==> src/include/exu_consts.svh <==
/* sizes and encodings for the execution unit
   op codes above ALU_BS1F are not decoded and behave as a move */
`ifndef EXU_CONSTS_SVH
`define EXU_CONSTS_SVH

// datapath
`define EXU_DATA_W 32       // register and ALU width
`define EXU_NREG   8        // register count, 3 address bits
`define EXU_RPT_W  4        // repeat field, 1 to 16 runs

// ALU operation select
`define ALU_MOVE 4'd0       // op2 straight through
`define ALU_ADD  4'd1
`define ALU_SUB  4'd2       // op0 - op2, carry is borrow
`define ALU_AND  4'd3
`define ALU_OR   4'd4
`define ALU_XOR  4'd5
`define ALU_CPL  4'd6       // ~op0, op2 unused
`define ALU_BS1F 4'd7       // lowest set bit of op0[15:0]

// operand width
`define W_BYTE 2'd0
`define W_WORD 2'd1
`define W_LONG 2'd2         // code 3 also runs as long

// instruction form bit
// set selects the immediate view of the instruction word
`define EXU_FORM_IMM 1'b1

`endif

==> src/source/exu_pkg.sv <==
/* shared types for the execution unit
   both instruction views keep op, form, w and dst at the same bit positions */
`include "exu_consts.svh"

package exu_pkg;

    localparam int OP_W   = 4;                    // ALU op code bits
    localparam int REG_AW = $clog2(`EXU_NREG);    // register address bits
    localparam int IMM_W  = 16;                   // immediate field, zero extended

    // padding so both views fill one word
    localparam int RF_PAD  = `EXU_DATA_W - OP_W - 1 - 2 - 2 * REG_AW - `EXU_RPT_W;
    localparam int IMF_PAD = `EXU_DATA_W - OP_W - 1 - 2 - REG_AW - IMM_W;

    // register form, src register as op2, repeat count
    typedef struct packed {
        logic [OP_W-1:0]       op;
        logic                  form;   // clear here
        logic [1:0]            w;
        logic [REG_AW-1:0]     dst;
        logic [REG_AW-1:0]     src;
        logic [`EXU_RPT_W-1:0] rpt;    // runs = rpt+1
        logic [RF_PAD-1:0]     rsvd;
    } reg_form_t;

    // immediate form, always a single run
    typedef struct packed {
        logic [OP_W-1:0]   op;
        logic              form;       // set here
        logic [1:0]        w;
        logic [REG_AW-1:0] dst;
        logic [IMM_W-1:0]  imm;
        logic [IMF_PAD-1:0] rsvd;
    } imm_form_t;

    // one instruction word, form bit picks the view
    typedef union packed {
        reg_form_t rf;
        imm_form_t imf;
    } instr_u;

    typedef struct packed {
        logic carry;                   // carry or borrow out of the width
        logic zero;                    // masked result is zero
    } flags_t;

    // single register file write
    typedef struct packed {
        logic                   en;
        logic [REG_AW-1:0]      addr;
        logic [`EXU_DATA_W-1:0] data;
    } reg_wr_t;

endpackage

==> src/source/exu_alu.sv <==
/* registered ALU, dout and flags change one cycle after alu_en
   operands are masked to w before add and sub so the carry comes out of that width
   width code 3 runs as long */
`timescale 1ns/1ns
`include "exu_consts.svh"

module exu_alu import exu_pkg::*; (
    input  logic                   clk,
    input  logic                   rst_n,
    input  logic                   alu_en,
    input  logic [OP_W-1:0]        sel,     // operation
    input  logic [1:0]             w,       // byte, word or long
    input  logic                   opmux,   // op2 from imm
    input  logic                   fb_sel,  // op0 from own dout
    input  logic [`EXU_DATA_W-1:0] op0,
    input  logic [`EXU_DATA_W-1:0] op1,
    input  logic [`EXU_DATA_W-1:0] imm,
    output logic [`EXU_DATA_W-1:0] dout,
    output flags_t                 flags
);

    logic [`EXU_DATA_W-1:0] a;       // op0 after the feedback mux
    logic [`EXU_DATA_W-1:0] op2;
    logic [`EXU_DATA_W-1:0] mask;
    logic [`EXU_DATA_W-1:0] a_m;
    logic [`EXU_DATA_W-1:0] b_m;
    logic [`EXU_DATA_W:0]   sum;     // one extra bit for long carry
    logic [`EXU_DATA_W:0]   diff;
    logic [`EXU_DATA_W-1:0] raw;     // before width masking
    logic [`EXU_DATA_W-1:0] res;
    logic [3:0]             bs1f_idx;
    logic                   cy;

    // bit just above the selected width
    function automatic logic width_bit(input logic [`EXU_DATA_W:0] v, input logic [1:0] wc);
        case (wc)
            `W_BYTE: return v[8];
            `W_WORD: return v[16];
            default: return v[`EXU_DATA_W];
        endcase
    endfunction

    assign a   = fb_sel ? dout : op0;   // repeat chain
    assign op2 = opmux ? imm : op1;

    always_comb begin
        case (w)
            `W_BYTE: mask = 32'h0000_00ff;
            `W_WORD: mask = 32'h0000_ffff;
            `W_LONG: mask = 32'hffff_ffff;
            default: mask = 32'hffff_ffff;
        endcase
    end

    assign a_m  = a & mask;
    assign b_m  = op2 & mask;
    assign sum  = {1'b0, a_m} + {1'b0, b_m};
    assign diff = {1'b0, a_m} - {1'b0, b_m};  // wraps to all ones on borrow

    // priority search, lowest set bit wins
    always_comb begin
        bs1f_idx = '0;
        for (int i = 15; i >= 0; i--) begin
            if (a[i]) bs1f_idx = 4'(i);
        end
    end

    always_comb begin
        cy = 1'b0;                      // cleared unless add or sub
        case (sel)
            `ALU_MOVE: raw = op2;
            `ALU_ADD: begin
                raw = sum[`EXU_DATA_W-1:0];
                cy  = width_bit(sum, w);
            end
            `ALU_SUB: begin
                raw = diff[`EXU_DATA_W-1:0];
                cy  = width_bit(diff, w);
            end
            `ALU_AND:  raw = a & op2;
            `ALU_OR:   raw = a | op2;
            `ALU_XOR:  raw = a ^ op2;
            `ALU_CPL:  raw = ~a;
            `ALU_BS1F: raw = {28'd0, bs1f_idx};  // 0 also when nothing set
            default:   raw = op2;
        endcase
    end

    assign res = raw & mask;

    always_ff @(posedge clk) begin
        if (!rst_n) begin
            dout  <= '0;
            flags <= '0;
        end else if (alu_en) begin
            dout        <= res;
            flags.carry <= cy;
            flags.zero  <= (res == '0);
        end
    end

endmodule

==> src/source/exu_ctrl.sv <==
/* sequences IDLE, READ, EXEC and WRITE for one instruction
   start is taken only in IDLE, done is high exactly rpt+3 cycles after it
   immediate form always runs once */
`timescale 1ns/1ns
`include "exu_consts.svh"

module exu_ctrl import exu_pkg::*; (
    input  logic                   clk,
    input  logic                   rst_n,
    input  logic                   start,
    input  instr_u                 instr,
    output logic                   busy,
    output logic                   done,
    output logic [REG_AW-1:0]      ra,
    output logic [REG_AW-1:0]      rb,
    output logic                   alu_en,
    output logic [OP_W-1:0]        sel,
    output logic [1:0]             w,
    output logic                   opmux,
    output logic                   fb_sel,
    output logic [`EXU_DATA_W-1:0] imm,
    output logic                   rpt_load,
    output logic [`EXU_RPT_W-1:0]  rpt_value,
    output logic                   rpt_step,
    input  logic                   last,
    input  logic [`EXU_DATA_W-1:0] alu_dout,
    output reg_wr_t                wb
);

    typedef enum logic [1:0] {IDLE, READ, EXEC, WRITE} state_t;

    state_t            state;
    state_t            state_nx;
    instr_u            ir;       // latched on an accepted start
    logic              is_imm;
    logic              chain;    // past the first EXEC cycle
    logic [REG_AW-1:0] dst;

    always_ff @(posedge clk) begin
        if (!rst_n) state <= IDLE;
        else        state <= state_nx;
    end

    always_comb begin
        state_nx = state;
        case (state)
            IDLE:  if (start) state_nx = READ;   // ignored otherwise
            READ:  state_nx = EXEC;
            EXEC:  if (last) state_nx = WRITE;
            WRITE: state_nx = IDLE;
            default: state_nx = IDLE;
        endcase
    end

    always_ff @(posedge clk) begin
        if (state == IDLE && start) ir <= instr;
    end

    // first EXEC cycle reads the register, later ones the ALU's own result
    always_ff @(posedge clk) begin
        if (!rst_n) chain <= 1'b0;
        else        chain <= (state == EXEC);
    end

    // decode, op and w sit at the same place in both views
    assign is_imm = (ir.rf.form == `EXU_FORM_IMM);
    assign dst    = ir.rf.dst;                    // same bits in the imf view
    assign sel    = ir.rf.op;
    assign w      = ir.rf.w;
    assign ra     = dst;                          // op0 is the old dst
    assign rb     = ir.rf.src;                    // unused in imm form
    assign opmux  = is_imm;
    assign imm    = {{(`EXU_DATA_W-IMM_W){1'b0}}, ir.imf.imm};
    assign rpt_value = is_imm ? '0 : ir.rf.rpt;

    assign busy     = (state != IDLE);
    assign done     = (state == WRITE);
    assign alu_en   = (state == EXEC);
    assign fb_sel   = (state == EXEC) && chain;
    assign rpt_load = (state == READ);
    assign rpt_step = (state == EXEC);            // counter holds at zero

    assign wb.en   = (state == WRITE);
    assign wb.addr = dst;
    assign wb.data = alu_dout;

endmodule

==> src/source/exu_regfile.sv <==
/* eight registers, cleared by reset, asynchronous reads
   write-back has priority, a colliding ld write is dropped */
`timescale 1ns/1ns
`include "exu_consts.svh"

module exu_regfile import exu_pkg::*; (
    input  logic                   clk,
    input  logic                   rst_n,
    input  logic [REG_AW-1:0]      ra,      // op0 address
    input  logic [REG_AW-1:0]      rb,      // op1 address
    output logic [`EXU_DATA_W-1:0] rd_a,
    output logic [`EXU_DATA_W-1:0] rd_b,
    input  reg_wr_t                wb,      // from the controller
    input  reg_wr_t                ld       // external preload
);

    logic [`EXU_DATA_W-1:0] regs [`EXU_NREG];

    always_ff @(posedge clk) begin
        if (!rst_n) begin
            for (int i = 0; i < `EXU_NREG; i++) begin
                regs[i] <= '0;
            end
        end else if (wb.en) begin
            regs[wb.addr] <= wb.data;  // result write-back
        end else if (ld.en) begin
            regs[ld.addr] <= ld.data;  // loader only when wb idle
        end
    end

    // combinational read ports
    // a write shows up on the read side the next cycle
    assign rd_a = regs[ra];
    assign rd_b = regs[rb];

endmodule

==> src/source/exu_rpt_counter.sv <==
/* repeat counter, loaded with rpt and stepped down once per run
   last is high whenever the count is zero, also before any load */
`timescale 1ns/1ns
`include "exu_consts.svh"

module exu_rpt_counter (
    input  logic                  clk,
    input  logic                  rst_n,
    input  logic                  rpt_load,   // takes rpt_value
    input  logic [`EXU_RPT_W-1:0] rpt_value,
    input  logic                  rpt_step,   // one run done
    output logic                  last        // final run this cycle
);

    logic [`EXU_RPT_W-1:0] cnt;    // runs still to go after this one

    always_ff @(posedge clk) begin
        if (!rst_n) begin
            cnt <= '0;
        end else if (rpt_load) begin
            cnt <= rpt_value;
        end else if (rpt_step && cnt != '0) begin
            cnt <= cnt - 1'b1;     // holds at zero
        end
    end

    assign last = (cnt == '0);

endmodule

==> src/source/exu_top.sv <==
/* execution unit top, registers preloaded through ld
   result and flags are the ALU's registered outputs */
`timescale 1ns/1ns
`include "exu_consts.svh"

module exu_top import exu_pkg::*; (
    input  logic                   clk,
    input  logic                   rst_n,
    input  logic                   start,    // strobe, ignored while busy
    input  instr_u                 instr,
    input  reg_wr_t                ld,
    output logic                   busy,
    output logic                   done,     // one-cycle pulse
    output logic [`EXU_DATA_W-1:0] result,
    output flags_t                 flags
);

    logic [REG_AW-1:0]      ra;
    logic [REG_AW-1:0]      rb;
    logic [`EXU_DATA_W-1:0] rd_a;
    logic [`EXU_DATA_W-1:0] rd_b;
    logic                   alu_en;
    logic [OP_W-1:0]        sel;
    logic [1:0]             w;
    logic                   opmux;
    logic                   fb_sel;
    logic [`EXU_DATA_W-1:0] imm;
    logic                   rpt_load;
    logic [`EXU_RPT_W-1:0]  rpt_value;
    logic                   rpt_step;
    logic                   last;
    reg_wr_t                wb;

    exu_ctrl ctrl_inst (
        .clk, .rst_n, .start, .instr, .busy, .done,
        .ra, .rb, .alu_en, .sel, .w, .opmux, .fb_sel, .imm,
        .rpt_load, .rpt_value, .rpt_step, .last,
        .alu_dout (result),
        .wb
    );

    exu_rpt_counter rpt_inst (
        .clk, .rst_n, .rpt_load, .rpt_value, .rpt_step, .last
    );

    exu_alu alu_inst (
        .clk, .rst_n, .alu_en, .sel, .w, .opmux, .fb_sel,
        .op0  (rd_a),
        .op1  (rd_b),
        .imm,
        .dout (result),
        .flags
    );

    exu_regfile regfile_inst (
        .clk, .rst_n, .ra, .rb, .rd_a, .rd_b, .wb, .ld
    );

endmodule

==> config.mk <==
export PLATFORM = sky130hd
export DESIGN_NAME = exu_top
export DESIGN_NICKNAME = d
export VERILOG_FILES = /design/src/source/exu_pkg.sv /design/src/source/exu_alu.sv /design/src/source/exu_ctrl.sv /design/src/source/exu_regfile.sv /design/src/source/exu_rpt_counter.sv /design/src/source/exu_top.sv
export VERILOG_INCLUDE_DIRS = /design/src /design/src/include
export SDC_FILE = /design/constraint.sdc
export NUM_CORES = 1
export LEC_CHECK = 0
export BUFFER_PORTS_ARGS = -buffer_cell sky130_fd_sc_hd__buf_2
export CAP_MARGIN = 20
export CORE_UTILIZATION = 47
export DETAILED_ROUTE_END_ITERATION = 12
export PLACE_DENSITY = 0.66
export SLEW_MARGIN = 0
export SYNTH_ARGS = -nofsm -noshare
export SYNTH_HDL_FRONTEND = slang
export SYNTH_SLANG_ARGS = --single-unit
==> constraint.sdc <==
create_clock -name clk -period 5.2 [get_ports clk]
set_clock_uncertainty 0.05 [all_clocks]
set_input_delay 0.78 -clock clk [delete_from_list [all_inputs] [get_ports clk]]
set_output_delay 0.78 -clock clk [all_outputs]
set_load 0.02 [all_outputs]
==> run metrics <==
area of the mapped netlist=23500 um^2; Die Footprint=51000 um^2; met2 routing resource usage after global routing=49.6%; Horiz. Die Dim=226 um; largest driver fanout on the critical path=6; placed cell count=3174; cell area after layout=28500 um^2; Die Y-Extent=226 um; Worst Max-Slew Pin Slew=1150 ps; post-DR vias/cell=6.25; sequential share of the synthesized area=40.0%; warning count from the yosys run=0; number of enable flip-flop cells after synthesis=282; Yosys reg bits=329; final cell count without fillers=3267; WP data arrival=5540 ps; count of endpoints failing hold in the final timing report=0; total number of H-tree levels=2; maximum clock path buffer count=3; FP Rows=81; clock sink total=329; via total after detailed routing=20.4k; TritonCTS clock tree=done; post-layout utilization of the core=57.9%; Max VDD drop=0.270 mV; Synth Area per Inst=10.2 um^2; post-placement cell area=26400 um^2; Port Buffers=100; critical path cell sequence=clkbuf_16 > mux4_2 > mux2i_4 > nor2_1 > a21oi_1 > buf_4 > inv_1 > fa_2 > or2_1 > a211o_1 > a211o_1 > nand3b_1 > o41ai_4 > buf_4 > and4b_1 > o221ai_2 > o2111ai_2 > nor4_2 > nand4_1 > o31ai_2; run status=finished clean; Synth cell types=97; global route overflow=0; number of design rule violations left after detail routing=0; number of failing setup endpoints in the final timing report=0; global-route wire length before repair=120000 um; minimum clock period after layout=5130 ps; # hold bufs at CTS=0; Post-Synthesis Cells=2304; clock slew at reported path FFs=60 ps; upper clock frequency limit=195 MHz; final-layout fill cell count=4160; class of the tightest hold or removal check=input pin to flip-flop; number of optimization iterations in the first detailed-route pass=6; async set-or-reset flop fraction in the synthesized netlist=0%; combined global-route utilization of all metal layers=31.6%; relative slew slack=23.2%; number of nets in the layout=2774; Wirelength per Cell=25.3 um; Inserted Clock Buffers=37; number of violations reported at the end of detailed-routing iteration 0=2442; synthesis-to-finish area growth=21.0%; family of cells with the greatest summed delay on the critical path=compound AO/OA/AOI/OAI gates; fraction of layout cells with a size suffix above 1=28.5%; DP Wirelength=58400 um; count of buffer and inverter cells on the critical path=4; CP max stage cell=sky130_fd_sc_hd__mux4_2; unrepaired setup endpoints after global routing=true; clock root cell=sky130_fd_sc_hd__clkbuf_16; number of global-route vias before repair=19.6k; Largest stage delay, worst path=520 ps; remaining antenna violation count after routing=0; Startpoint Class=flip-flop; kind of capture point of the worst setup path=flip-flop; WL final=82500 um; Max Cap Violations=0; synthesized net count=2502; power density cells=517 nW/um^2; most frequent cells in the layout=sky130_fd_sc_hd__nor2_1, sky130_fd_sc_hd__edfxtp_1, sky130_fd_sc_hd__buf_4; Crit Path Category=flip-flop to flip-flop; largest net degree at the start of global routing=56; commonest non-fill, non-tap cell in the layout=sky130_fd_sc_hd__nor2_1; Skew-Pair Late Insertion Delay=540 ps; data required time at the worst endpoint=5600 ps; I/O pin count=107; met3 Resource Use GR=5.76%; Final Max Slew Viols=0; most crowded layer after global routing=met2; Final TNS setup=0 ps; post-route fraction of the period consumed by the critical path=98.7%; cell leakage power=11.6 nW; final antenna diode count=0; starting density of the core=47.9%; most frequently used flop master after synthesis=sky130_fd_sc_hd__edfxtp_1; placeable core region=49200 um^2; met1 Use GR=43.0%; initial antenna violation count=0; routability congestion estimate=0.987; overall power of the completed layout=0.0147 W
-- through the flow --
step	setup slack, ps	hold slack [ps]
floorplan	344	388
global placement	-128	410
detailed placement	-198	426
CTS	0.996	357
global route	-65.0	360
finish	66.7	373
-- worst reg2reg max path: stages (launching register included) --
cell	delay, ps
sky130_fd_sc_hd__dfxtp_4	450
sky130_fd_sc_hd__clkbuf_16	190
sky130_fd_sc_hd__mux4_2	530
sky130_fd_sc_hd__mux2i_4	200
sky130_fd_sc_hd__nor2_1	60
sky130_fd_sc_hd__a21oi_1	170
sky130_fd_sc_hd__buf_4	170
sky130_fd_sc_hd__inv_1	100
sky130_fd_sc_hd__fa_2	390
sky130_fd_sc_hd__or2_1	230
sky130_fd_sc_hd__a211o_1	360
sky130_fd_sc_hd__a211o_1	330
sky130_fd_sc_hd__nand3b_1	220
sky130_fd_sc_hd__o41ai_4	100
sky130_fd_sc_hd__buf_4	160
sky130_fd_sc_hd__and4b_1	220
sky130_fd_sc_hd__o221ai_2	220
sky130_fd_sc_hd__o2111ai_2	140
sky130_fd_sc_hd__nor4_2	340
sky130_fd_sc_hd__nand4_1	210
sky130_fd_sc_hd__o31ai_2	240
-- final timing paths --
path | from | end | slack, ps | cells past startpoint
setup reg to reg | flip-flop | alu_inst.flags[0] | 70 | 20
hold / removal | instr[26] | ctrl_inst.ir[26] | 370 | 1
hold reg to reg | rpt_inst.cnt[3] | rpt_inst.cnt[3] | 440 | 2
setup / recovery | flip-flop | alu_inst.flags[0] | 70 | 20
-- cell families after synthesis --
family	count (synthesis)	synth area share [%]
flops	329	40.0
mux	274	17.6
simple gates	756	14.7
fa+ha+maj	127	6.82
buf+inv	290	5.10
xor+xnor	15	0.558
compound gates	513	15.3
-- power breakdown --
| part | total (W) | internal [W] | switching, W |
|---|---|---|---|
| clock | 0.00262 | 0.00153 | 0.00109 |
| sequential | 0.00337 | 0.00312 | 0.000247 |
| combinational | 0.00873 | 0.00384 | 0.00489 |
-- flip-flops by register name, summed over array words and instances (netlist names), named ones only --
name               flops
regfile_inst.regs    256
alu_inst.dout         32
ctrl_inst.ir          26
rpt_inst.cnt           4
alu_inst.flags         2
ctrl_inst.state        2
ctrl_inst.chain        1
-- cells in the mapped netlist, drive strengths merged (21+ instances only) --
cell type  instances  area share, %
nor3              27           0.57
o211ai            24           0.77
a211oi            23           0.81
a22o              21           0.78
nor2             402            6.4
inv              128            2.0
edfxtp           282             36
ha               125            6.6
o21a              22           0.70
nand2            130            2.1
mux4             108             10
o21ai             95            2.0
mux2i            152            6.5
clkbuf            93            1.5
and2              23           0.61
a21oi            141            3.0
nor2b             51            1.4
buf               68            1.6
dfxtp             47            4.0
-- per-layer routing --
layer / share of wire, % / wire length, um
met1: 40 / 33400
met2: 46 / 38100
met3: 9.4 / 7790
met4: 3.9 / 3220
met5: 0 / 0
-- layout make-up --
cell class,count,area (um^2),area share [%]
multi-input combinational,1685,13600,47.6
sequential,329,9420,33.1
timing repair buffer,394,3000,10.5
clock buffer,43,958,3.36
tap,664,831,2.92
inverter,129,484,1.70
clock inverter,23,231,0.813
-- what timing repair did --
action                                  CTS  global route
pin swaps                                 4            28
buffers inserted                          2            19
gates resized for setup                  18           121
endpoints found under the setup margin    1            10
gates cloned                              1             3
(Power assumes the default switching activity.)
